[src/common/isa_pkg.sv]
`default_nettype none

package isa_pkg;

    // element widths of the quadword datapath
    localparam int QUAD_BITS = 128;
    localparam int BYTE_BITS = 8;
    localparam int HALF_BITS = 16;
    localparam int WORD_BITS = 32;
    localparam int QUAD_BYTES = QUAD_BITS / BYTE_BITS;

    // instruction field widths
    localparam int REG_ADDR_BITS = 7;
    localparam int IMM_BITS = 16;

    // bit 0 is the most significant bit in every vector below
    typedef logic [0:QUAD_BITS-1] quad_t;
    typedef logic [0:WORD_BITS-1] word_t;
    typedef logic [0:REG_ADDR_BITS-1] reg_addr_t;

    // I7, I10 and I16 all sit right-aligned in this field
    typedef logic [0:IMM_BITS-1] imm_t;

    // local store geometry
    localparam int LS_BYTES = 16384;
    localparam int LS_ADDR_BITS = 14;
    localparam int QUAD_ALIGN_BITS = 4;
    localparam int LS_LINES = LS_BYTES >> QUAD_ALIGN_BITS;
    localparam int LS_LINE_BITS = LS_ADDR_BITS - QUAD_ALIGN_BITS;

    typedef logic [0:LS_ADDR_BITS-1] ls_addr_t;
    typedef logic [0:LS_LINE_BITS-1] ls_line_t;

    localparam ls_addr_t LSLR = ls_addr_t'(LS_BYTES - 1);
    localparam ls_addr_t QUAD_MASK = ~ls_addr_t'((1 << QUAD_ALIGN_BITS) - 1);

    // RR/RI7 opcodes are 11 bits, RI10 and RI16 ones are padded with zeros on the right
    typedef enum logic [10:0] {
        SHIFT_LEFT_QUADWORD_BY_BITS           = 11'b00111011011,
        SHIFT_LEFT_QUADWORD_BY_BITS_IMMEDIATE = 11'b00111111011,
        SHIFT_LEFT_QUADWORD_BY_BYTES          = 11'b00111011111,
        SHIFT_LEFT_QUADWORD_BY_BYTE_IMMEDIATE = 11'b00111111111,
        ROTATE_QUADWORD_BY_BYTES              = 11'b00111011100,
        ROTATE_QUADWORD_BY_BYTES_IMMEDIATE    = 11'b00111111100,
        ROTATE_QUADWORD_BY_BITS               = 11'b00111011000,
        ROTATE_QUADWORD_BY_BITS_IMMEDIATE     = 11'b00111111000,
        GATHER_BITS_FROM_BYTES                = 11'b00110110010,
        GATHER_BITS_FROM_HALFWORDS            = 11'b00110110001,
        GATHER_BITS_FROM_WORDS                = 11'b00110110000,
        LOAD_QUADWORD_DFORM                   = 11'b00110100000,
        LOAD_QUADWORD_AFORM                   = 11'b00110000100,
        STORE_QUADWORD_DFORM                  = 11'b00100100000,
        STORE_QUADWORD_AFORM                  = 11'b00100000100
    } opcode_e;

endpackage

`default_nettype wire

[src/common/pipe_pkg.sv]
`default_nettype none

package pipe_pkg;

    import isa_pkg::*;

    typedef enum logic [2:0] {
        PERMUTE    = 3'd5,
        LOAD_STORE = 3'd6
    } unit_id_e;

    // latency tag carried with each result record
    typedef logic [0:3] lat_t;

    localparam lat_t LAT_PERMUTE = 4'd4;
    localparam lat_t LAT_LOAD_STORE = 4'd7;

    // instruction with its operands already read
    typedef struct packed {
        opcode_e   opcode;
        quad_t     ra;
        quad_t     rb;
        quad_t     store_data;
        reg_addr_t rt_addr;
        imm_t      imm;
    } issue_t;

    // 143 bit record, unit id first
    typedef struct packed {
        unit_id_e  unit_id;
        quad_t     rt_value;
        logic      wr_en;
        reg_addr_t rt_addr;
        lat_t      latency;
    } result_t;

    localparam int ISSUE_STAGES = 1;
    localparam int UNIT_STAGES = 1;
    localparam int FORWARD_STAGES = 4;
    localparam int PIPE_LATENCY = ISSUE_STAGES + UNIT_STAGES + FORWARD_STAGES;

    // free slots in the consumer's result buffer
    localparam int RESULT_CREDITS = 4;
    typedef logic [0:2] credit_cnt_t;

endpackage

`default_nettype wire

[src/logic/credit_counter.sv]
`timescale 1ns/1ps
`default_nettype none

module credit_counter
    import pipe_pkg::*;
(
    input  logic clock,
    input  logic reset,
    input  logic take,
    input  logic give,
    output logic has_credit
);

    credit_cnt_t count;

    // take and give in one cycle cancel out
    always_ff @(posedge clock)
    begin
        if (reset)
            count <= credit_cnt_t'(RESULT_CREDITS);
        else
        begin
            case ({take, give})
                2'b10:   count <= count - 1'b1;
                2'b01:   count <= count + 1'b1;
                default: count <= count;
            endcase
        end
    end

    assign has_credit = (count != '0);

endmodule

`default_nettype wire

[config.mk]
export PLATFORM = sky130hd
export DESIGN_NAME = credit_counter
export DESIGN_NICKNAME = d
export VERILOG_FILES = /design/src/common/isa_pkg.sv /design/src/common/pipe_pkg.sv /design/src/logic/credit_counter.sv
export SDC_FILE = /design/constraint.sdc
export NUM_CORES = 1
export LEC_CHECK = 0
export ABC_CLOCK_PERIOD_IN_PS = 1900
export BUFFER_PORTS_ARGS = -buffer_cell sky130_fd_sc_hd__buf_4
export CORE_AREA = 2 2 39 41
export CTS_BUF_LIST = sky130_fd_sc_hd__clkbuf_16
export DETAILED_ROUTE_END_ITERATION = 7
export DIE_AREA = 0 0 41 43
export GPL_TIMING_DRIVEN = 0
export PLACE_DENSITY = 0.34
export SYNTH_ARGS = -nofsm -noshare
export SYNTH_HDL_FRONTEND = slang
export SYNTH_SLANG_ARGS = --single-unit
[constraint.sdc]
create_clock -name clock -period 1.9 [get_ports clock]
set_clock_uncertainty 0.2 [all_clocks]
set_input_delay 0.095 -clock clock [delete_from_list [all_inputs] [get_ports clock]]
set_output_delay 0.095 -clock clock [all_outputs]
set_load 0.005 [all_outputs]
* After elaboration in Yosys (flattened, before gate mapping) *
Index checks and enable logic that the tools add are counted.

cells by class
  reductions and logical operators = 2
  equality and inequality tests = 2
  add/sub/neg operators = 2
  multiplexer cells = 1

operators with widths
  kind                   number
  $pmux W3 S2            1
  $add A3 B1 Y3 const B  1
  $reduce_bool A3 Y1     1
  $sub A3 B1 Y3 const B  1
  $eq A2 B1 Y1 const B   1
  $eq A2 B2 Y1 const B   1
  $reduce_bool A2 Y1     1

word-level totals
  bits in registers = 3
  output and inout bits = 1
  logic and storage cells = 8

* Longest topological paths before layout *
Gate-level depths: netlist (run 1).

  word-level depth = 2
  depth in mapped cells = 7

* Worst setup path before layout (run 1) *
Ideal clock, no wire load.

  path kind = reg2reg
  start = register count[0]
  end = register count[2]
  arrival = 1.320 ns
  setup time = 0.127 ns
  stages on the path, launching flop included = 5
  path slack = 0.253 ns
  period minus slack after synthesis = 1.647 ns
  required time = 1.573 ns
  buffers on the path = 0
  cells stage by stage = dfxtp_1 fa_1 xor2_1 o21ai_1 or3b_1

on the way
  cells in the longest elaborated chain, start to end = 2
  elaborated cells on any way between the ends = 3
  those cells by class = add/sub (2); mux (1)

RTL lines
  item                                                   RTL line                                    source
  from (decl)                                            credit_counter.sv:14                        credit_cnt_t count;
  from (signal assigned)                                 credit_counter.sv:20                        count <= credit_cnt_t'(RESULT_CREDITS);
  from (signal assigned)                                 credit_counter.sv:24                        2'b10: count <= count - 1'b1;
  from (signal assigned)                                 credit_counter.sv:25                        2'b01: count <= count + 1'b1;
  $add A3 B1 Y3 / $sub A3 B1 Y3 (equally long branches)  credit_counter.sv:25, credit_counter.sv:24
  $pmux W3 S2 *                                          credit_counter.sv:23                        case ({take, give})

Every way passes the cells marked *; elsewhere a longest branch is shown, timed or not.
A chain may end at the register's enable or synchronous reset.

* Worst setup path in the final report (run 1) *
Ends and elaborated chain as after synthesis.

==> results of run 1 <==
metrics by stage:
step / area, sq um / setup slack, ns / cells
floorplan: 160 / 0.253 / 16
global placement: 210 / 0.109 / 36
detailed placement: 210 / 0.123 / 36
CTS: 299 / 0.187 / 41
global route: 299 / 0.135 / 41
finish: 299 / 0.195 / 41
synthesized netlist by cell type, drive strengths merged:
master	n	area share (%)
or3b	1	5.5
dfxtp	3	38
ha	1	7.8
or3	1	3.9
mux2i	1	6.3
inv	2	4.7
xor2	2	11
nor3	1	3.1
fa	1	13
nor2	2	4.7
o21ai	1	3.1
timing repair:
action | 4_1_cts | 5_1_grt
buffers inserted | 0 | 0
gates resized for setup | 0 | 0
hold buffers | 1 | 0
endpoints found under the hold margin | 3 | 0
worst max-delay path: cells and delay by family, from the launching register on:
| kind | cells | cell delay, ns |
|---|---|---|
| adders and majority gates | 1 | 0.44 |
| DFF | 1 | 0.34 |
| and+or+nand+nor | 1 | 0.34 |
| xor gates and xnor gates | 1 | 0.16 |
| AOI/OAI and AO/OA | 1 | 0.11 |
metal layers:
metal,up-vias,track usage [%]
met5,-,0
met4,0,4.00
met3,0,4.71
met2,3,7.50
met1,59,4.81
li1,70,-
power groups by stage:
stage	Sequential (mW)	Clock, mW	Combinational (mW)
3_5_place_dp	0.0872	0	0.0531
2_1_floorplan	0.0845	0	0.0376
4_1_cts	0.0865	0.331	0.0560
3_3_place_gp	0.0868	0	0.0538
5_1_grt	0.0885	0.341	0.0638
6_report	0.0862	0.322	0.0544
cell type report:
cell class                      instances  area (sq um)
Inverter                                2          7.51
Fill cell                             161          1080
Clock buffer                            3          75.1
Multi-Input combinational cell         11          92.6
Tap cell                               16          20.0
Clock inverter                          1          3.75
Sequential cell                         3          60.1
Timing Repair Buffer                    5          40.0
logic make-up (layout without fill, tap and decap cells):
logic type | after synthesis | after routing | synth area share, %
compound gates | 1 | 1 | 3.12
buf+inv | 2 | 11 | 4.69
mux | 1 | 1 | 6.25
simple gates | 5 | 5 | 17.2
xor+xnor | 2 | 2 | 10.9
fa+ha+maj | 2 | 2 | 20.3
flops | 3 | 3 | 37.5
final timing paths:
| path | from | end | slack (ns) | depth (start not counted) |
|---|---|---|---|---|
| worst max register to register | count[0] | count[2] | 0.19 | 4 |
| worst min register to register | count[1] | count[1] | 0.36 | 2 |
| worst min-delay path | give | count[1] | 0.16 | 4 |
| worst max-delay path | count[0] | count[2] | 0.19 | 4 |
==> flow_summary.ini, run 1 <==
[timing]
tns_ns = 0
maxSlewViolCount = 0
finalSetupViolations = 0
rsz0062_at_grt = false
rel_slew_slack_pct = 88.3
worst_pin_slew_ns = 0.175
clock.fmax_mhz = 587
hold_slack_ns = 0.165
hold_viol = 0
clock_period_minus_final_worst_setup_slack_ns = 1.71
timing.final.crit_share_pct = 89.7

[synth]
ys_warn_count = 0
synth.lib_cells_used.distinct = 11
syn_inst = 16
ys_ff_latch = 3
syn_avg_cell_area_sq_um = 10.0
synth_area_sq_um = 160
seq_total_area_yosys_pct = 37.5
mappedNetlistNets = 22

[cells_and_area]
max_flop_register = count
layout_commonest_cell = sky130_fd_sc_hd__buf_4
largest_register_ffs = 3
share_of_the_core_filled_with_cells_in_the_final_layout_pct = 21.6
layout.nets = 32
layout_top_registers = count: 3 flops
area.growth.synth_to_final_pct = 86.7
most-common-layout-cells = 4 x sky130_fd_sc_hd__buf_4, 3 x sky130_fd_sc_hd__inv_1, 3 x sky130_fd_sc_hd__clkbuf_16, 3 x sky130_fd_sc_hd__dfxtp_1
final_layout_size_suffix_gt1_share_pct = 28.0
antenna_cells_inserted = 0

[route]
drc = 0
wl_met2_microns = 163
ant_nets = 0
drt_initial_violations = 0
routedLengthMet1_microns = 130
drt_first_pass_iters = 1
wirelength_microns = 301
metal3_wl_microns = 6
routedWlPerCell_microns = 7.34
vias = 132
routed.top_layer = met3
vias_per_cell = 3.22

[global_route]
grt_first_pass_wirelength_microns = 579
grt_max_degree = 5
overflow_after_grt = 0
globalRouteTotalUtil_pct = 5.42
initial_antenna_violation_count = 0
first_global_vias = 162

[setup_path]
critical_path.cell_chain = fa_1 > xor2_1 > o21ai_1 > or3b_1
slowest_stage_delay_cp_ns = 0.44
worstSetupEndpointType = flop
timing.critical_path.slowest_stage_cell = sky130_fd_sc_hd__fa_1
required_ns = 1.80
setup.worst_path.class = reg -> reg
critical_path_maximum_fanout = 3
cp_data_arrival_time_ns = 1.60
setup.worst_path.start_class = flop

[clock_network]
buffers_from_clock_root_to_sink_at_most = 2
cts_tree = done
worst_setup_hold_path_clk_slew_ns = 0.03
cts-root-buf = sky130_fd_sc_hd__clkbuf_16
cts_inserted_buffers = 3
tritoncts_num_sinks = 3
ctsHtreeMaxLevel = 1
insertion_delay_ns = 0.22

[floorplanning]
initial_utilization_pct = 11.6
core_region_area_sq_mm = 0.00138
fp.dieH_microns = 43
die_area_sq_mm = 0.00176
num_io_pins = 5
rows = 14
die-width_microns = 41

[power]
design_power_total_mw = 0.463
clock_power_share_pct = 69.6
power.combinational.fraction_pct = 11.7
switchingPower_mw = 0.0852
vdd_ir_drop_max_mv = 0.590
cellPowerDensity_mw_per_mm2 = 1550
swShare_pct = 18.4
leakage_nw = 0.141
internal-power_mw = 0.378
p_seq_share_pct = 18.6

[placement]
port-buffer-count = 4
gp_routability_congestion = 0.577

[hold_path]
hold_class = in -> reg

[flow_run]
drv_cap = 0

[run_status]
outcome = finished, final reports clean
(Power assumes the default switching activity.)
==> inputs of run 2 (changes only) <==
--- a/config.mk
+++ b/config.mk
@@ -5,7 +5,7 @@
 export SDC_FILE = /design/constraint.sdc
 export NUM_CORES = 1
 export LEC_CHECK = 0
-export ABC_CLOCK_PERIOD_IN_PS = 1900
+export ABC_CLOCK_PERIOD_IN_PS = 1390
 export BUFFER_PORTS_ARGS = -buffer_cell sky130_fd_sc_hd__buf_4
 export CORE_AREA = 2 2 39 41
 export CTS_BUF_LIST = sky130_fd_sc_hd__clkbuf_16
==> constraint.sdc (replaced) <==
create_clock -name clock -period 1.39 [get_ports clock]
set_clock_uncertainty 0.2 [all_clocks]
set_input_delay 0.0695 -clock clock [delete_from_list [all_inputs] [get_ports clock]]
set_output_delay 0.0695 -clock clock [all_outputs]
set_load 0.005 [all_outputs]
==> flow_summary.ini, run 2 (same netlist as run 1, synthesis figures left out) <==
[route]
vias_per_cell = 3.24
wirelength_microns = 306
routedWlPerCell_microns = 7.46
drc = 0
ant_nets = 0
drt_initial_violations = 0
drt_first_pass_iters = 1
vias = 133

[setup_path]
critical_path_maximum_fanout = 3
cp.buffers_inverters = 0
crit_path_start = count[1]
required_ns = 1.29
worst_r2r_startpoint = count[1]
cp_top_family = adder cells
slowest_stage_delay_cp_ns = 0.35
critical_path.cell_chain = fa_2 > xor2_1 > o21ai_1 > or3b_1
cp_data_arrival_time_ns = 1.49
setup.worst_path.start_class = flop
timing.critical_path.slowest_stage_cell = sky130_fd_sc_hd__fa_2
setup.worst_path.class = reg -> reg
worstSetupEndpointType = flop

[cells_and_area]
layout_top_registers = count: 3 flops
antenna_cells_inserted = 0
max_flop_register = count
layout_commonest_cell = sky130_fd_sc_hd__buf_4
layout.nets = 32
area.growth.synth_to_final_pct = 96.9
instances_no_fill = 41
share_of_the_core_filled_with_cells_in_the_final_layout_pct = 22.8
final_layout_size_suffix_gt1_share_pct = 48.0
most-common-layout-cells = 4 x sky130_fd_sc_hd__buf_4, 3 x sky130_fd_sc_hd__clkbuf_16
largest_register_ffs = 3

[timing]
layout_setup_ws_ns = -0.198
hold_viol = 0
worst_pin_slew_ns = 0.167
clock_period_minus_final_worst_setup_slack_ns = 1.59
rel_slew_slack_pct = 88.8
hold_slack_ns = 0.0691
tns_ns = -0.198
finalSetupViolations = 1
timing.final.crit_share_pct = 114
clock.fmax_mhz = 630
maxSlewViolCount = 0
rsz0062_at_grt = true

[clock_network]
worst_setup_hold_path_clk_slew_ns = 0.03
cts_setup_buffers = 0
insertion_delay_ns = 0.22
tritoncts_num_sinks = 3
cts-root-buf = sky130_fd_sc_hd__clkbuf_16
buffers_from_clock_root_to_sink_at_most = 2
cts_resized = 0
cts_inserted_buffers = 3
cts_tree = done
ctsHtreeMaxLevel = 1

[power]
swShare_pct = 18.8
p_seq_share_pct = 18.4
switchingPower_mw = 0.121
cellPowerDensity_mw_per_mm2 = 2050
power.combinational.fraction_pct = 12.8
internal-power_mw = 0.524
leakage_nw = 0.139
clock_power_share_pct = 68.9
vdd_ir_drop_max_mv = 0.274

[floorplanning]
rows = 14
die_area_sq_mm = 0.00176
fp.dieH_microns = 43
die-width_microns = 41
num_io_pins = 5
initial_utilization_pct = 11.6
core_region_area_sq_mm = 0.00138

[placement]
port-buffer-count = 4
gp_routability_congestion = 0.464
dp.cells = 36

[global_route]
globalRouteTotalUtil_pct = 4.71
grt_first_pass_wirelength_microns = 448
initial_antenna_violation_count = 0
grt_max_degree = 5
first_global_vias = 124
overflow_after_grt = 0

[run_status]
outcome = finished, violations left
failed_checks = setup timing

[hold_path]
worst_min_delay_path_startpoint = give
hold_class = in -> reg

[flow_run]
drv_cap = 0
-- run 2: tightest hold or removal path: stages --
cell and delay (ns):
sky130_fd_sc_hd__buf_4 0.09, sky130_fd_sc_hd__ha_4 0.15, sky130_fd_sc_hd__xor2_1 0.07, sky130_fd_sc_hd__nor2_1 0.07
-- run 2: timing repair --
| item | in CTS | in global routing |
|---|---|---|
| hold buffers | 1 | 0 |
| endpoints found under the hold margin | 3 | 0 |
| endpoints found under the setup margin | 1 | 1 |
| pin swaps | 1 | 1 |
-- run 2: metrics by stage --
step           area, sq um  worst slack, ns  power, mW
6_report               315           -0.198      0.645
5_1_grt                315           -0.265      0.678
4_1_cts                315           -0.221      0.658
3_5_place_dp           226           -0.338      0.201
3_3_place_gp           226           -0.327      0.200
2_1_floorplan          176           -0.197      0.175
-- run 2: metal layers --
layer  track usage, %  routed length (microns)  share of wire (%)
met1             4.49                      140                 46
met2             4.69                      135                 44
met3             3.14                       30                9.8
met4             8.00                        0                  0
met5                0                        0                  0
-- run 2: power by group through the flow --
stage               registers [mW]  logic [mW]  clock network, mW
floorplan                    0.117      0.0581                  0
global placement             0.120      0.0792                  0
detailed placement           0.121      0.0806                  0
CTS                          0.120      0.0841              0.455
global route                 0.121      0.0944              0.463
finish                       0.119      0.0824              0.444
-- run 2: path summary, 6_finish.rpt --
kind | end | slack, ns | depth (start not counted)
worst max-delay path | count[2] | -0.20 | 4
worst min-delay path | count[0] | 0.07 | 4
worst max register to register | count[2] | -0.20 | 4
worst min register to register | count[1] | 0.33 | 2
-- run 2: final cells by class --
cell class	count	area, sq um
clock buffer	3	75.1
clock inverter	1	3.75
fill	150	1070
inverter	2	7.51
multi-input combinational	11	108
sequential	3	61.3
tap	16	20.0
timing repair buffer	5	40.0
