File: config.mk
export PLATFORM = sky130hd
export DESIGN_NAME = result_pipe
export DESIGN_NICKNAME = d
export VERILOG_FILES = /design/src/common/isa_pkg.sv /design/src/common/pipe_pkg.sv /design/src/logic/result_pipe.sv
export SDC_FILE = /design/constraint.sdc
export NUM_CORES = 1
export LEC_CHECK = 0
export ABC_AREA = 1
export BUFFER_PORTS_ARGS = -buffer_cell sky130_fd_sc_hd__buf_4
export CORE_ASPECT_RATIO = 1.5
export CORE_UTILIZATION = 40
export DETAILED_ROUTE_END_ITERATION = 10
export PLACE_DENSITY = 0.7
export SYNTH_ARGS = -nofsm -noshare
export SYNTH_HDL_FRONTEND = slang
export SYNTH_SLANG_ARGS = --single-unit
File: constraint.sdc
create_clock -name clock -period 1.1 [get_ports clock]
set_input_delay 0.165 -clock clock [delete_from_list [all_inputs] [get_ports clock]]
set_output_delay 0.165 -clock clock [all_outputs]
set_load 0.02 [all_outputs]
File: src/common/isa_pkg.sv
`default_nettype none

package isa_pkg;

    // element widths of the quadword datapath
    localparam int QUAD_BITS = 128;
    localparam int BYTE_BITS = 8;
    localparam int HALF_BITS = 16;
    localparam int WORD_BITS = 32;
    localparam int QUAD_BYTES = QUAD_BITS / BYTE_BITS;

    // instruction field widths
    localparam int REG_ADDR_BITS = 7;
    localparam int IMM_BITS = 16;

    // bit 0 is the most significant bit in every vector below
    typedef logic [0:QUAD_BITS-1] quad_t;
    typedef logic [0:WORD_BITS-1] word_t;
    typedef logic [0:REG_ADDR_BITS-1] reg_addr_t;

    // I7, I10 and I16 all sit right-aligned in this field
    typedef logic [0:IMM_BITS-1] imm_t;

    // local store geometry
    localparam int LS_BYTES = 16384;
    localparam int LS_ADDR_BITS = 14;
    localparam int QUAD_ALIGN_BITS = 4;
    localparam int LS_LINES = LS_BYTES >> QUAD_ALIGN_BITS;
    localparam int LS_LINE_BITS = LS_ADDR_BITS - QUAD_ALIGN_BITS;

    typedef logic [0:LS_ADDR_BITS-1] ls_addr_t;
    typedef logic [0:LS_LINE_BITS-1] ls_line_t;

    localparam ls_addr_t LSLR = ls_addr_t'(LS_BYTES - 1);
    localparam ls_addr_t QUAD_MASK = ~ls_addr_t'((1 << QUAD_ALIGN_BITS) - 1);

    // RR/RI7 opcodes are 11 bits, RI10 and RI16 ones are padded with zeros on the right
    typedef enum logic [10:0] {
        SHIFT_LEFT_QUADWORD_BY_BITS           = 11'b00111011011,
        SHIFT_LEFT_QUADWORD_BY_BITS_IMMEDIATE = 11'b00111111011,
        SHIFT_LEFT_QUADWORD_BY_BYTES          = 11'b00111011111,
        SHIFT_LEFT_QUADWORD_BY_BYTE_IMMEDIATE = 11'b00111111111,
        ROTATE_QUADWORD_BY_BYTES              = 11'b00111011100,
        ROTATE_QUADWORD_BY_BYTES_IMMEDIATE    = 11'b00111111100,
        ROTATE_QUADWORD_BY_BITS               = 11'b00111011000,
        ROTATE_QUADWORD_BY_BITS_IMMEDIATE     = 11'b00111111000,
        GATHER_BITS_FROM_BYTES                = 11'b00110110010,
        GATHER_BITS_FROM_HALFWORDS            = 11'b00110110001,
        GATHER_BITS_FROM_WORDS                = 11'b00110110000,
        LOAD_QUADWORD_DFORM                   = 11'b00110100000,
        LOAD_QUADWORD_AFORM                   = 11'b00110000100,
        STORE_QUADWORD_DFORM                  = 11'b00100100000,
        STORE_QUADWORD_AFORM                  = 11'b00100000100
    } opcode_e;

endpackage

`default_nettype wire

File: src/common/pipe_pkg.sv
`default_nettype none

package pipe_pkg;

    import isa_pkg::*;

    typedef enum logic [2:0] {
        PERMUTE    = 3'd5,
        LOAD_STORE = 3'd6
    } unit_id_e;

    // latency tag carried with each result record
    typedef logic [0:3] lat_t;

    localparam lat_t LAT_PERMUTE = 4'd4;
    localparam lat_t LAT_LOAD_STORE = 4'd7;

    // instruction with its operands already read
    typedef struct packed {
        opcode_e   opcode;
        quad_t     ra;
        quad_t     rb;
        quad_t     store_data;
        reg_addr_t rt_addr;
        imm_t      imm;
    } issue_t;

    // 143 bit record, unit id first
    typedef struct packed {
        unit_id_e  unit_id;
        quad_t     rt_value;
        logic      wr_en;
        reg_addr_t rt_addr;
        lat_t      latency;
    } result_t;

    localparam int ISSUE_STAGES = 1;
    localparam int UNIT_STAGES = 1;
    localparam int FORWARD_STAGES = 4;
    localparam int PIPE_LATENCY = ISSUE_STAGES + UNIT_STAGES + FORWARD_STAGES;

    // free slots in the consumer's result buffer
    localparam int RESULT_CREDITS = 4;
    typedef logic [0:2] credit_cnt_t;

endpackage

`default_nettype wire

File: src/logic/result_pipe.sv
`timescale 1ns/1ps
`default_nettype none

module result_pipe
    import pipe_pkg::*;
(
    input  logic    clock,
    input  logic    reset,
    input  logic    in_valid,
    input  result_t in_result,
    output logic    out_valid,
    output result_t out_result
);

    // stage 0 is the first register after the units
    logic [0:FORWARD_STAGES-1] valid_q;
    result_t                   stage_q [0:FORWARD_STAGES-1];

    always_ff @(posedge clock)
    begin
        if (reset)
            valid_q <= '0;
        else
            valid_q <= {in_valid, valid_q[0:FORWARD_STAGES-2]};
    end

    // records advance every cycle, the pipe never stalls
    always_ff @(posedge clock)
    begin
        stage_q[0] <= in_result;
        for (int i = 1; i < FORWARD_STAGES; i++)
            stage_q[i] <= stage_q[i-1];
    end

    assign out_valid = valid_q[FORWARD_STAGES-1];
    assign out_result = stage_q[FORWARD_STAGES-1];

endmodule

`default_nettype wire

After elaboration in Yosys (flattened, before gate mapping)
Memory sizes are Yosys's and may differ from the RTL's.
Index checks and enable logic that the tools add are counted.
{"block": "totals", "reg_bits": 4, "ramBits": 572, "word_cells": 2, "memories": 1}
{"memory": "stage_q", "depth": 4, "word_bits": 143, "read_ports": 4, "rd_clocked_by_memory_dff": 0, "write_ports": 4, "line": "result_pipe.sv:17", "rtl": "result_t stage_q [0:FORWARD_STAGES-1];"}

Longest topological paths before layout
Gate-level depths: netlist of run 1.
{"block": "depth", "depth_word": 0, "mapped_depth": 2, "mapped_depth_nobuf": 2}

Worst setup path after synthesis of run 1
OpenSTA, ideal clock, no wires.
{"block": "synth_timing", "path_kind": "reg-to-output", "from": "mem stage_q[3][0] (netlist bit)", "to": "out out_result[0] (netlist bit)", "t_arrival_ns": 0.395, "required_time_ns": 0.935, "setup_slack_ns": 0.540, "path_stages_with_launch": 1, "path_buffers": 0, "path_cell_list": "dfxtp_1"}
{"item": "start: declaration", "line": "result_pipe.sv:17"}
{"item": "end: declaration", "line": "result_pipe.sv:12", "rtl": "output result_t out_result"}

==> impl_metrics.csv, run 1 <==
group,metric,value,unit
run_status,status,"complete, but fails checks",
run_status,violations,"negative setup slack",
global_route,grt_pass1_vias,6376,
place,dpl.hpwl,11.7,mm
timing,hold_violations,0,
place,portBuffers,289,
yosys,yosysTopAreaCell,"dfxtp_1",
pwr,swShare,19.7,%
timing,relSlewSlack,90.7,%
layout,nFillCells,1828,
routing,routed_wirelength,22.4,mm
worst_setup_path,crit_path_end_kind,"output port",
clocking,clkSlewWorstSetupHoldPaths,70,ps
global_route,grt_pass1_wl,34.0,mm
timing,finalClockSkew,12.6,ps
timing,setup_ws,-111,ps
pwr,p_sw,8.31,mW
clocking,cts_inserted_buffers,47,
routing,drc,0,
yosys,synth_area_per_cell,19.8,um^2
pwr,p_comb_share,4.4,%
worst_setup_path,arrival,1050,ps
timing,rsz0062_at_grt,"yes",
worst_setup_path,cp_cell_sequence,"buf_6",
job,cap_violations,0,
pwr,p_int,34.0,mW
yosys,ys_seq_elements,576,
layout,area_growth_syn_to_layout,56.4,%
routing,via_count,5637,
yosys,synth_area,0.0116,mm^2
yosys,yosysWarnings,0,
layout,final_area,0.0181,mm^2
yosys,synth_fp_nets,730,
floorplanning,core.rowCount,75,
yosys,ys_seq_area_share,99.7,%
pwr,total_leakage_power,7.90,nW
yosys,synth_top_area_share,99.7,%
routing,drtPass1Iterations,4,
worst_setup_path,crit_path_max_incr_delay,370,ps
worst_setup_path,crit_type,"reg -> out",
global_route,grt_antenna_before_repair,4,
routing,ant_nets,0,
yosys,synth.area.top_cells,"dfxtp_1 100%, inv_1 0.13%, nor2_1 0.13%",
global_route,grt-ovfl-total,0,
min_path,min_path_type,"in -> reg",
floorplanning,die_w,141,um
worst_setup_path,crit_slowest_cell,"dfxtp_2",
worst_setup_path,path_buf_inv,1,
pwr,p_clk_share,42.7,%
place,post-place-ws,456,ps
timing,maxSlewViolCount,0,
routing,vias_per_cell,3.88,
timing,setup_viol,144,
layout,ff_latch_area,0.0117,mm^2
pwr,ir_drop,1500,uV
yosys,syn_inst,584,
global_route,grt_max_degree,19,
layout,mostFrequentLayoutCell,"dfxtp_1",
floorplanning,die_h,210,um
pwr,pwr-share-seq,53.0,%
floorplanning,die_area,0.0296,mm^2
routing,drt-wirelength-per-cell,15.4,um
timing,period_needed,1210,ps
clocking,cts-root-buf,"clkbuf_16",
worst_setup_path,worst_ep_required_time,940,ps
floorplanning,start_util,41.1,%
clocking,clk-insertion-delay-late,550,ps
floorplanning,ios,290,
yosys,ys_types,3,
layout,fin_cells,1453,
place,dp.cells,1219,
layout,layout.nets,1213,
layout,drive_above_1_share,46.6,%
clocking,cts_max_level,2,
clocking,cts_tree,"yes",
clocking,cts_sinks,576,
timing,worst_pin_slew,140,ps
place,routabilityCongestion,0.713,
clocking,postCtsSetupRepairBufs,0,
floorplanning,core,0.0282,mm^2
worst_setup_path,start_kind,"flip-flop",
layout,postLayoutCoreUtil,64.2,%
worst_setup_path,cp_top_family,"flip-flops",
layout,multi_input_area,15.0,um^2
layout,final_cell_mix,"432 x dfxtp_1, 145 x dlygate4sd3_1, 145 x buf_4",
clocking,clockBufferDepth,3,
timing,setup_tns,-7120,ps
place,postPlaceCellArea,0.0142,mm^2
global_route,track_usage,15.4,%
timing,finalCritPeriodShare,110,%
routing,dr.first_iter.drc_count,120,
timing,max_clock_freq,826,MHz
pwr,pwr_density_cell,2340,mW/mm^2
worst_setup_path,path_max_fanout,1,
## path summary, 6_finish.rpt
check	startpoint	endpoint	slack, ps	cells after the start
max	stage_q[3][140]$_DFF_P_	out_result[140]	-110	1
min	in_result[19]	stage_q[0][19]$_DFF_P_	250	2
max reg2reg	valid_q[0]$_SDFF_PP0_	valid_q[1]$_SDFF_PP0_	590	2
min reg2reg	stage_q[0][49]$_DFF_P_	stage_q[1][49]$_DFF_P_	320	0
## cell usage after synthesis
cell type	number
inv_1	4
dfxtp_1	576
nor2_1	4
## routing by layer
metal	vias to the layer above	global-route usage, %	routed length, um
met1	2585	14.6	7710
met3	45	6.38	2010
met5	-	0	17
met2	239	29.3	12100
li1	2766	-	-
met4	2	5.43	506
## flip-flops by register name, summed over array words and instances (netlist names)
name,flops
valid_q,4
stage_q,572
## timing repair
item                                    4_1_cts  5_1_grt
endpoints found under the setup margin      144      144
hold endpoints to repair                    147        0
cloned                                        0        0
resized for setup                           286        2
hold buffers                                145        0
## power groups by stage
| stage | Combinational [mW] | Sequential, mW | Clock [mW] |
|---|---|---|---|
| 5_1_grt | 1.93 | 22.5 | 19.4 |
| 3_3_place_gp | 1.20 | 22.7 | 0 |
| 6_report | 1.84 | 22.4 | 18.0 |
| 3_5_place_dp | 1.21 | 22.7 | 0 |
| 2_1_floorplan | 0.00382 | 23.0 | 0 |
| 4_1_cts | 1.83 | 22.4 | 18.4 |
## metrics by stage
step	total power, mW	hold slack, ps
3_3_place_gp	23.9	270
6_report	42.3	255
4_1_cts	42.5	226
2_1_floorplan	23.0	193
5_1_grt	43.8	232
3_5_place_dp	23.9	270
## cell type report
type / instances / area share, %
sequential: 576 / 64.8
timing repair buffer: 434 / 23.0
clock buffer: 70 / 8.16
tap: 346 / 2.39
clock inverter: 16 / 1.48
multi-input combinational: 4 / 0.0830
inverter: 4 / 0.0830
antenna: 3 / 0.0415
## cell families after synthesis
family	after synthesis	synth area share, %
buffers and inverters	4	0.130
flip-flops	576	99.7
AND/OR/NAND/NOR	4	0.130
Note: power is estimated with default switching activity, not from simulation.
==> run 2: changes to the inputs <==
--- a/config.mk
+++ b/config.mk
@@ -12,4 +12,6 @@
 export DETAILED_ROUTE_END_ITERATION = 10
 export PLACE_DENSITY = 0.7
+export REMOVE_ABC_BUFFERS = 1
+export SLEW_MARGIN = 20
 export SYNTH_ARGS = -nofsm -noshare
 export SYNTH_HDL_FRONTEND = slang
==> constraint.sdc (replaced) <==
create_clock -name clock -period 1.1 [get_ports clock]
set_input_delay 0.165 -clock clock [delete_from_list [all_inputs] [get_ports clock]]
set_output_delay 0.165 -clock clock [all_outputs]
set_load 0.005 [all_outputs]
==> run 2 against run 1 <==
Net effect: the run still ends with negative setup slack left; die area stayed put; clock-buffer cell count down 10; critical path type unchanged; first-iteration DRC count fell by 24%; power is 3.3% lower.
==> impl_metrics.csv, run 2 (same netlist as run 1, synthesis figures left out) <==
group,metric,value,unit
pwr,pwr_density_cell,2290,mW/mm^2
worst_setup_path,cp_top_family,"flip-flops",
clocking,cts_tree,"yes",
timing,setup_ws,-63.6,ps
timing,relSlewSlack,88.4,%
clocking,clkSlewWorstSetupHoldPaths,70,ps
worst_setup_path,crit_path_max_incr_delay,340,ps
routing,routed_wirelength,21.9,mm
floorplanning,die_area,0.0296,mm^2
timing,worst_pin_slew,174,ps
clocking,cts_inserted_buffers,46,
worst_setup_path,worstSetupEndpoint,"out_result[26]",
timing,period_needed,1160,ps
global_route,track_usage,14.3,%
timing,max_clock_freq,859,MHz
place,portBuffers,289,
floorplanning,core.rowCount,75,
worst_setup_path,r2r-end,"stage_q[3][103]$_DFF_P_",
worst_setup_path,r2r_slack,600,ps
worst_setup_path,r2r_cells,0,
floorplanning,die_w,141,um
floorplanning,ios,290,
worst_setup_path,crit_slowest_cell,"dfxtp_1",
clocking,clk-insertion-delay-late,550,ps
run_status,violations,"negative setup slack",
worst_setup_path,cp_cell_sequence,"buf_4",
job,cap_violations,0,
layout,mostFrequentLayoutCell,"dfxtp_1",
routing,vias_per_cell,3.84,
timing,setup_tns,-4120,ps
layout,top_register,"stage_q",
routing,drt-wirelength-per-cell,15.1,um
clocking,cts_max_level,2,
timing,finalCritPeriodShare,106,%
global_route,grt_antenna_before_repair,2,
min_path,min_path_type,"in -> reg",
timing,finalClockSkew,7.96,ps
layout,final_cell_mix,"457 x dfxtp_1, 163 x buf_4, 145 x dlygate4sd3_1",
global_route,grt_pass1_vias,5963,
layout,largest_register_ffs,572,
pwr,ir_drop,1590,uV
timing,hold_violations,0,
timing,setup_viol,144,
routing,drtPass1Iterations,4,
worst_setup_path,path_max_fanout,1,
routing,via_count,5559,
routing,ant_nets,0,
layout,nFillCells,1864,
clocking,postCtsSetupRepairBufs,0,
worst_setup_path,crit_start,"stage_q[3][26]$_DFF_P_",
place,post-place-ws,472,ps
global_route,grt_max_degree,20,
clocking,cts-root-buf,"clkbuf_16",
floorplanning,start_util,41.1,%
clocking,cts_sinks,576,
run_status,status,"complete, but fails checks",
layout,layout.nets,1212,
floorplanning,core,0.0282,mm^2
routing,drc,0,
timing,rsz0062_at_grt,"yes",
pwr,total_leakage_power,7.81,nW
worst_setup_path,path_buf_inv,1,
global_route,grt_pass1_wl,31.4,mm
place,dpl.hpwl,12.0,mm
worst_setup_path,reg2reg_from,"stage_q[2][103]$_DFF_P_",
global_route,grt-ovfl-total,0,
worst_setup_path,crit_cells,1,
worst_setup_path,crit_type,"reg -> out",
layout,drive_above_1_share,43.8,%
worst_setup_path,arrival,1000,ps
worst_setup_path,worst_ep_required_time,940,ps
routing,dr.first_iter.drc_count,91,
clocking,clockBufferDepth,3,
worst_setup_path,start_kind,"flip-flop",
layout,area_growth_syn_to_layout,54.4,%
worst_setup_path,crit_path_end_kind,"output port",
layout,reg_top3,"stage_q: 572 flops, valid_q: 4 flops",
timing,maxSlewViolCount,0,
floorplanning,die_h,210,um
place,routabilityCongestion,0.729,
layout,postLayoutCoreUtil,63.4,%
[run 2: worst min path at each step]
stage | from | end | slack [ps] | cells past startpoint
after CTS | in_result[68] | stage_q[0][68]$_DFF_P_ | 220 | 2
final | in_result[68] | stage_q[0][68]$_DFF_P_ | 250 | 2
after detailed placement | in_result[53] | stage_q[0][53]$_DFF_P_ | 270 | 1
after global placement | in_result[93] | stage_q[0][93]$_DFF_P_ | 270 | 1
after floorplan | in_result[0] | stage_q[0][0]$_DFF_P_ | 190 | 0
after global routing | in_result[71] | stage_q[0][71]$_DFF_P_ | 230 | 2
[run 2: routing by layer]
metal | share of wire (%) | track usage (%)
met2 | 54 | 27.0
met5 | 0.059 | 0
met3 | 9.1 | 6.27
met1 | 35 | 13.5
met4 | 1.9 | 4.99
[run 2: repair_timing]
item / CTS / global route
endpoints found under the hold margin: 147 / 0
hold buffers: 145 / 0
gates resized for setup: 160 / 85
endpoints found under the setup margin: 144 / 144
[run 2: where the power goes]
part           internal (mW)  leakage (nW)  switching, mW
registers               22.0          4.86          0.351
clock network           9.87         0.778           7.15
logic                   1.12          2.17          0.362
[run 2: cell type report]
cell class	count	area (um^2)	share of cell area [%]
sequential	576	11700	65.5
timing repair buffer	434	4090	22.9
clock buffer	60	1260	7.09
tap	346	433	2.43
clock inverter	24	340	1.91
multi-input combinational	4	15.0	0.0841
inverter	4	15.0	0.0841
antenna	1	2.50	0.0140
[run 2: through the flow]
step	total power [mW]	std cells	hold WS (ps)	instance area [um^2]
2_1_floorplan	22.7	584	193	11600
5_1_grt	42.3	1449	233	17800
3_3_place_gp	23.5	1219	269	14200
6_report	40.9	1449	255	17800
4_1_cts	41.1	1448	222	17700
3_5_place_dp	23.6	1219	270	14200
==> run 3: changes to the inputs <==
- ABC_AREA: 1 -> default
==> run 3 against run 2 <==
Net effect: the flow still finishes with violations (negative setup slack); maximum frequency increased by 0.17%; critical path depth unchanged; first-iteration DRC count decreased by 1.1%; design area decreased by 1.0%; sequential share of layout area increased by 0.64 points; cell count decreased by 0.69%; non-clock buffer count unchanged; global-route usage decreased by 0.39 points; via count increased by 0.41%; power decreased by 2.5%; critical endpoint is now out_result[42].
==> impl_metrics.csv, run 3 <==
group,metric,value,unit
clocking,postCtsSetupRepairBufs,0,
floorplanning,die_h,210,um
worst_setup_path,r2r_cells,1,
pwr,swShare,19.3,%
floorplanning,core,0.0282,mm^2
min_path,min-delay-start,"in_result[126]",
yosys,yosysWarnings,0,
routing,routed_wirelength,21.6,mm
layout,layout.nets,1208,
yosys,ys_seq_area_share,99.8,%
min_path,hold_path_depth,2,
yosys,synthArstFlopShare,0,%
yosys,ys_seq_elements,576,
timing,rsz0062_at_grt,"yes",
clocking,clk-insertion-delay-late,540,ps
yosys,synth_edf_count,0,
worst_setup_path,crit_type,"reg -> out",
pwr,p_sw,7.68,mW
place,portBuffers,289,
global_route,grt-ovfl-total,0,
clocking,cts-root-buf,"clkbuf_16",
clocking,cts_tree,"yes",
pwr,p_comb_share,3.6,%
yosys,synth.area.top_cells,"dfxtp_1 100%, nor2b_1 0.22%",
pwr,p_int,32.2,mW
floorplanning,start_util,41.0,%
pwr,total_leakage_power,7.73,nW
yosys,yosysMostFrequentCell,"dfxtp_1",
worst_setup_path,reg2reg_from,"valid_q[2]$_SDFF_PP0_",
place,dpl.hpwl,10.9,mm
timing,worst_pin_slew,141,ps
clocking,clockBufferDepth,3,
place,routabilityCongestion,0.680,
worst_setup_path,crit_path_end_kind,"output port",
job,cap_violations,0,
worst_setup_path,worst_ep_required_time,940,ps
clocking,cts_sinks,576,
layout,postLayoutCoreUtil,62.7,%
pwr,pwr-share-seq,56.2,%
run_status,violations,"negative setup slack",
min_path,min_path_type,"in -> reg",
timing,period_needed,1160,ps
routing,vias_per_cell,3.88,
worst_setup_path,path_buf_inv,1,
layout,mostFrequentLayoutCell,"dfxtp_1",
timing,hold_violations,0,
timing,relSlewSlack,90.6,%
min_path,min_delay_worst_endpoint,"stage_q[0][126]$_DFF_P_",
yosys,syn_inst,580,
routing,drtPass1Iterations,4,
run_status,status,"complete, but fails checks",
clocking,cts_max_level,2,
worst_setup_path,cp_cell_sequence,"buf_4",
layout,drive_above_1_share,42.9,%
pwr,ir_drop,1890,uV
worst_setup_path,start_kind,"flip-flop",
yosys,ys_types,2,
pwr,pwr_density_cell,2260,mW/mm^2
worst_setup_path,crit_slowest_cell,"dfxtp_1",
global_route,track_usage,13.9,%
global_route,grt_max_degree,18,
layout,largest_register_ffs,572,
timing,maxSlewViolCount,0,
global_route,grt_pass1_wl,31.0,mm
yosys,synth_area_per_cell,19.9,um^2
yosys,synth_top_area_share,99.8,%
worst_setup_path,r2r_slack,560,ps
routing,drt-wirelength-per-cell,15.0,um
timing,setup_ws,-61.7,ps
yosys,synth_area,0.0116,mm^2
clocking,clkSlewWorstSetupHoldPaths,70,ps
layout,final_cell_mix,"461 x dfxtp_1, 171 x buf_4, 145 x dlygate4sd3_1",
timing,finalCritPeriodShare,106,%
yosys,yosysTopAreaCell,"dfxtp_1",
timing,max_clock_freq,861,MHz
worst_setup_path,cp_top_family,"flip-flops",
floorplanning,die_w,141,um
routing,ant_nets,0,
routing,dr.first_iter.drc_count,90,
worst_setup_path,crit_cells,1,
layout,area_growth_syn_to_layout,52.8,%
worst_setup_path,crit_path_max_incr_delay,340,ps
yosys,ys_top_cells_by_count,"576 x dfxtp_1, 4 x nor2b_1",
pwr,p_clk_share,40.2,%
floorplanning,ios,290,
worst_setup_path,path_max_fanout,1,
global_route,grt_antenna_before_repair,4,
timing,setup_viol,144,
routing,drc,0,
worst_setup_path,r2r-end,"valid_q[3]$_SDFF_PP0_",
routing,via_count,5582,
yosys,ys.flop_type,"dfxtp_1",
timing,finalClockSkew,14.0,ps
global_route,grt_pass1_vias,6044,
floorplanning,core.rowCount,75,
layout,reg_top3,"stage_q: 572 flops, valid_q: 4 flops",
place,post-place-ws,477,ps
clocking,cts_inserted_buffers,46,
worst_setup_path,arrival,1000,ps
layout,nFillCells,1871,
floorplanning,die_area,0.0296,mm^2
layout,top_register,"stage_q",
run 3: layout make-up:
type	instances	area, um^2	share of cell area, %
flip-flops and latches	576	11700	66.1
multi-input cells	4	25.0	0.142
well taps	346	433	2.45
clock inverters	14	194	1.10
diodes	1	2.50	0.0142
repair buffers	434	4060	23.0
clock buffers	64	1270	7.19
run 3: timing repair:
item	4_1_cts	5_1_grt
hold endpoints to repair	147	0
hold buffers	145	0
endpoints found under the setup margin	144	144
resized for setup	129	104
run 3: per-layer routing:
| metal | wire length (um) | part of all wire, % | track usage, % |
|---|---|---|---|
| met5 | 41 | 0.19 | 0 |
| met1 | 7920 | 37 | 14.1 |
| met2 | 11400 | 53 | 25.6 |
| met3 | 1570 | 7.3 | 4.75 |
| met4 | 647 | 3.0 | 5.88 |
run 3: how the worst max path moves through the flow:
| stage | from | endpoint | slack, ps |
|---|---|---|---|
| after detailed placement | stage_q[3][88]$_DFF_P_ | out_result[88] | 480 |
| after floorplan | valid_q[0]$_SDFF_PP0_ | valid_q[1]$_SDFF_PP0_ | 610 |
| after global placement | stage_q[3][88]$_DFF_P_ | out_result[88] | 470 |
| final | stage_q[3][42]$_DFF_P_ | out_result[42] | -60 |
| after global routing | stage_q[3][42]$_DFF_P_ | out_result[42] | -110 |
| after CTS | stage_q[3][79]$_DFF_P_ | out_result[79] | -80 |
run 3: stage by stage:
stage               cell area, um^2  total power, mW  setup TNS [ps]  instances  hold slack [ps]
floorplan                     11600             22.7               0        580              193
global placement              14200             23.5               0       1215              270
detailed placement            14200             23.6               0       1215              270
CTS                           17400             40.0           -8690       1438              234
global route                  17700             41.3          -10920       1439              239
finish                        17700             39.9           -4550       1439              266
run 3: kinds of logic after synthesis:
family	Yosys count	share of synthesized area [%]
DFF	576	99.8
and+or+nand+nor	4	0.217
run 3: power groups by stage:
stage          combinational, mW  sequential, mW  clock (mW)
2_1_floorplan            0.00335            22.7           0
3_3_place_gp               0.840            22.7           0
3_5_place_dp               0.857            22.7           0
4_1_cts                     1.37            22.3        16.3
5_1_grt                     1.54            22.5        17.3
6_report                    1.45            22.4        16.0
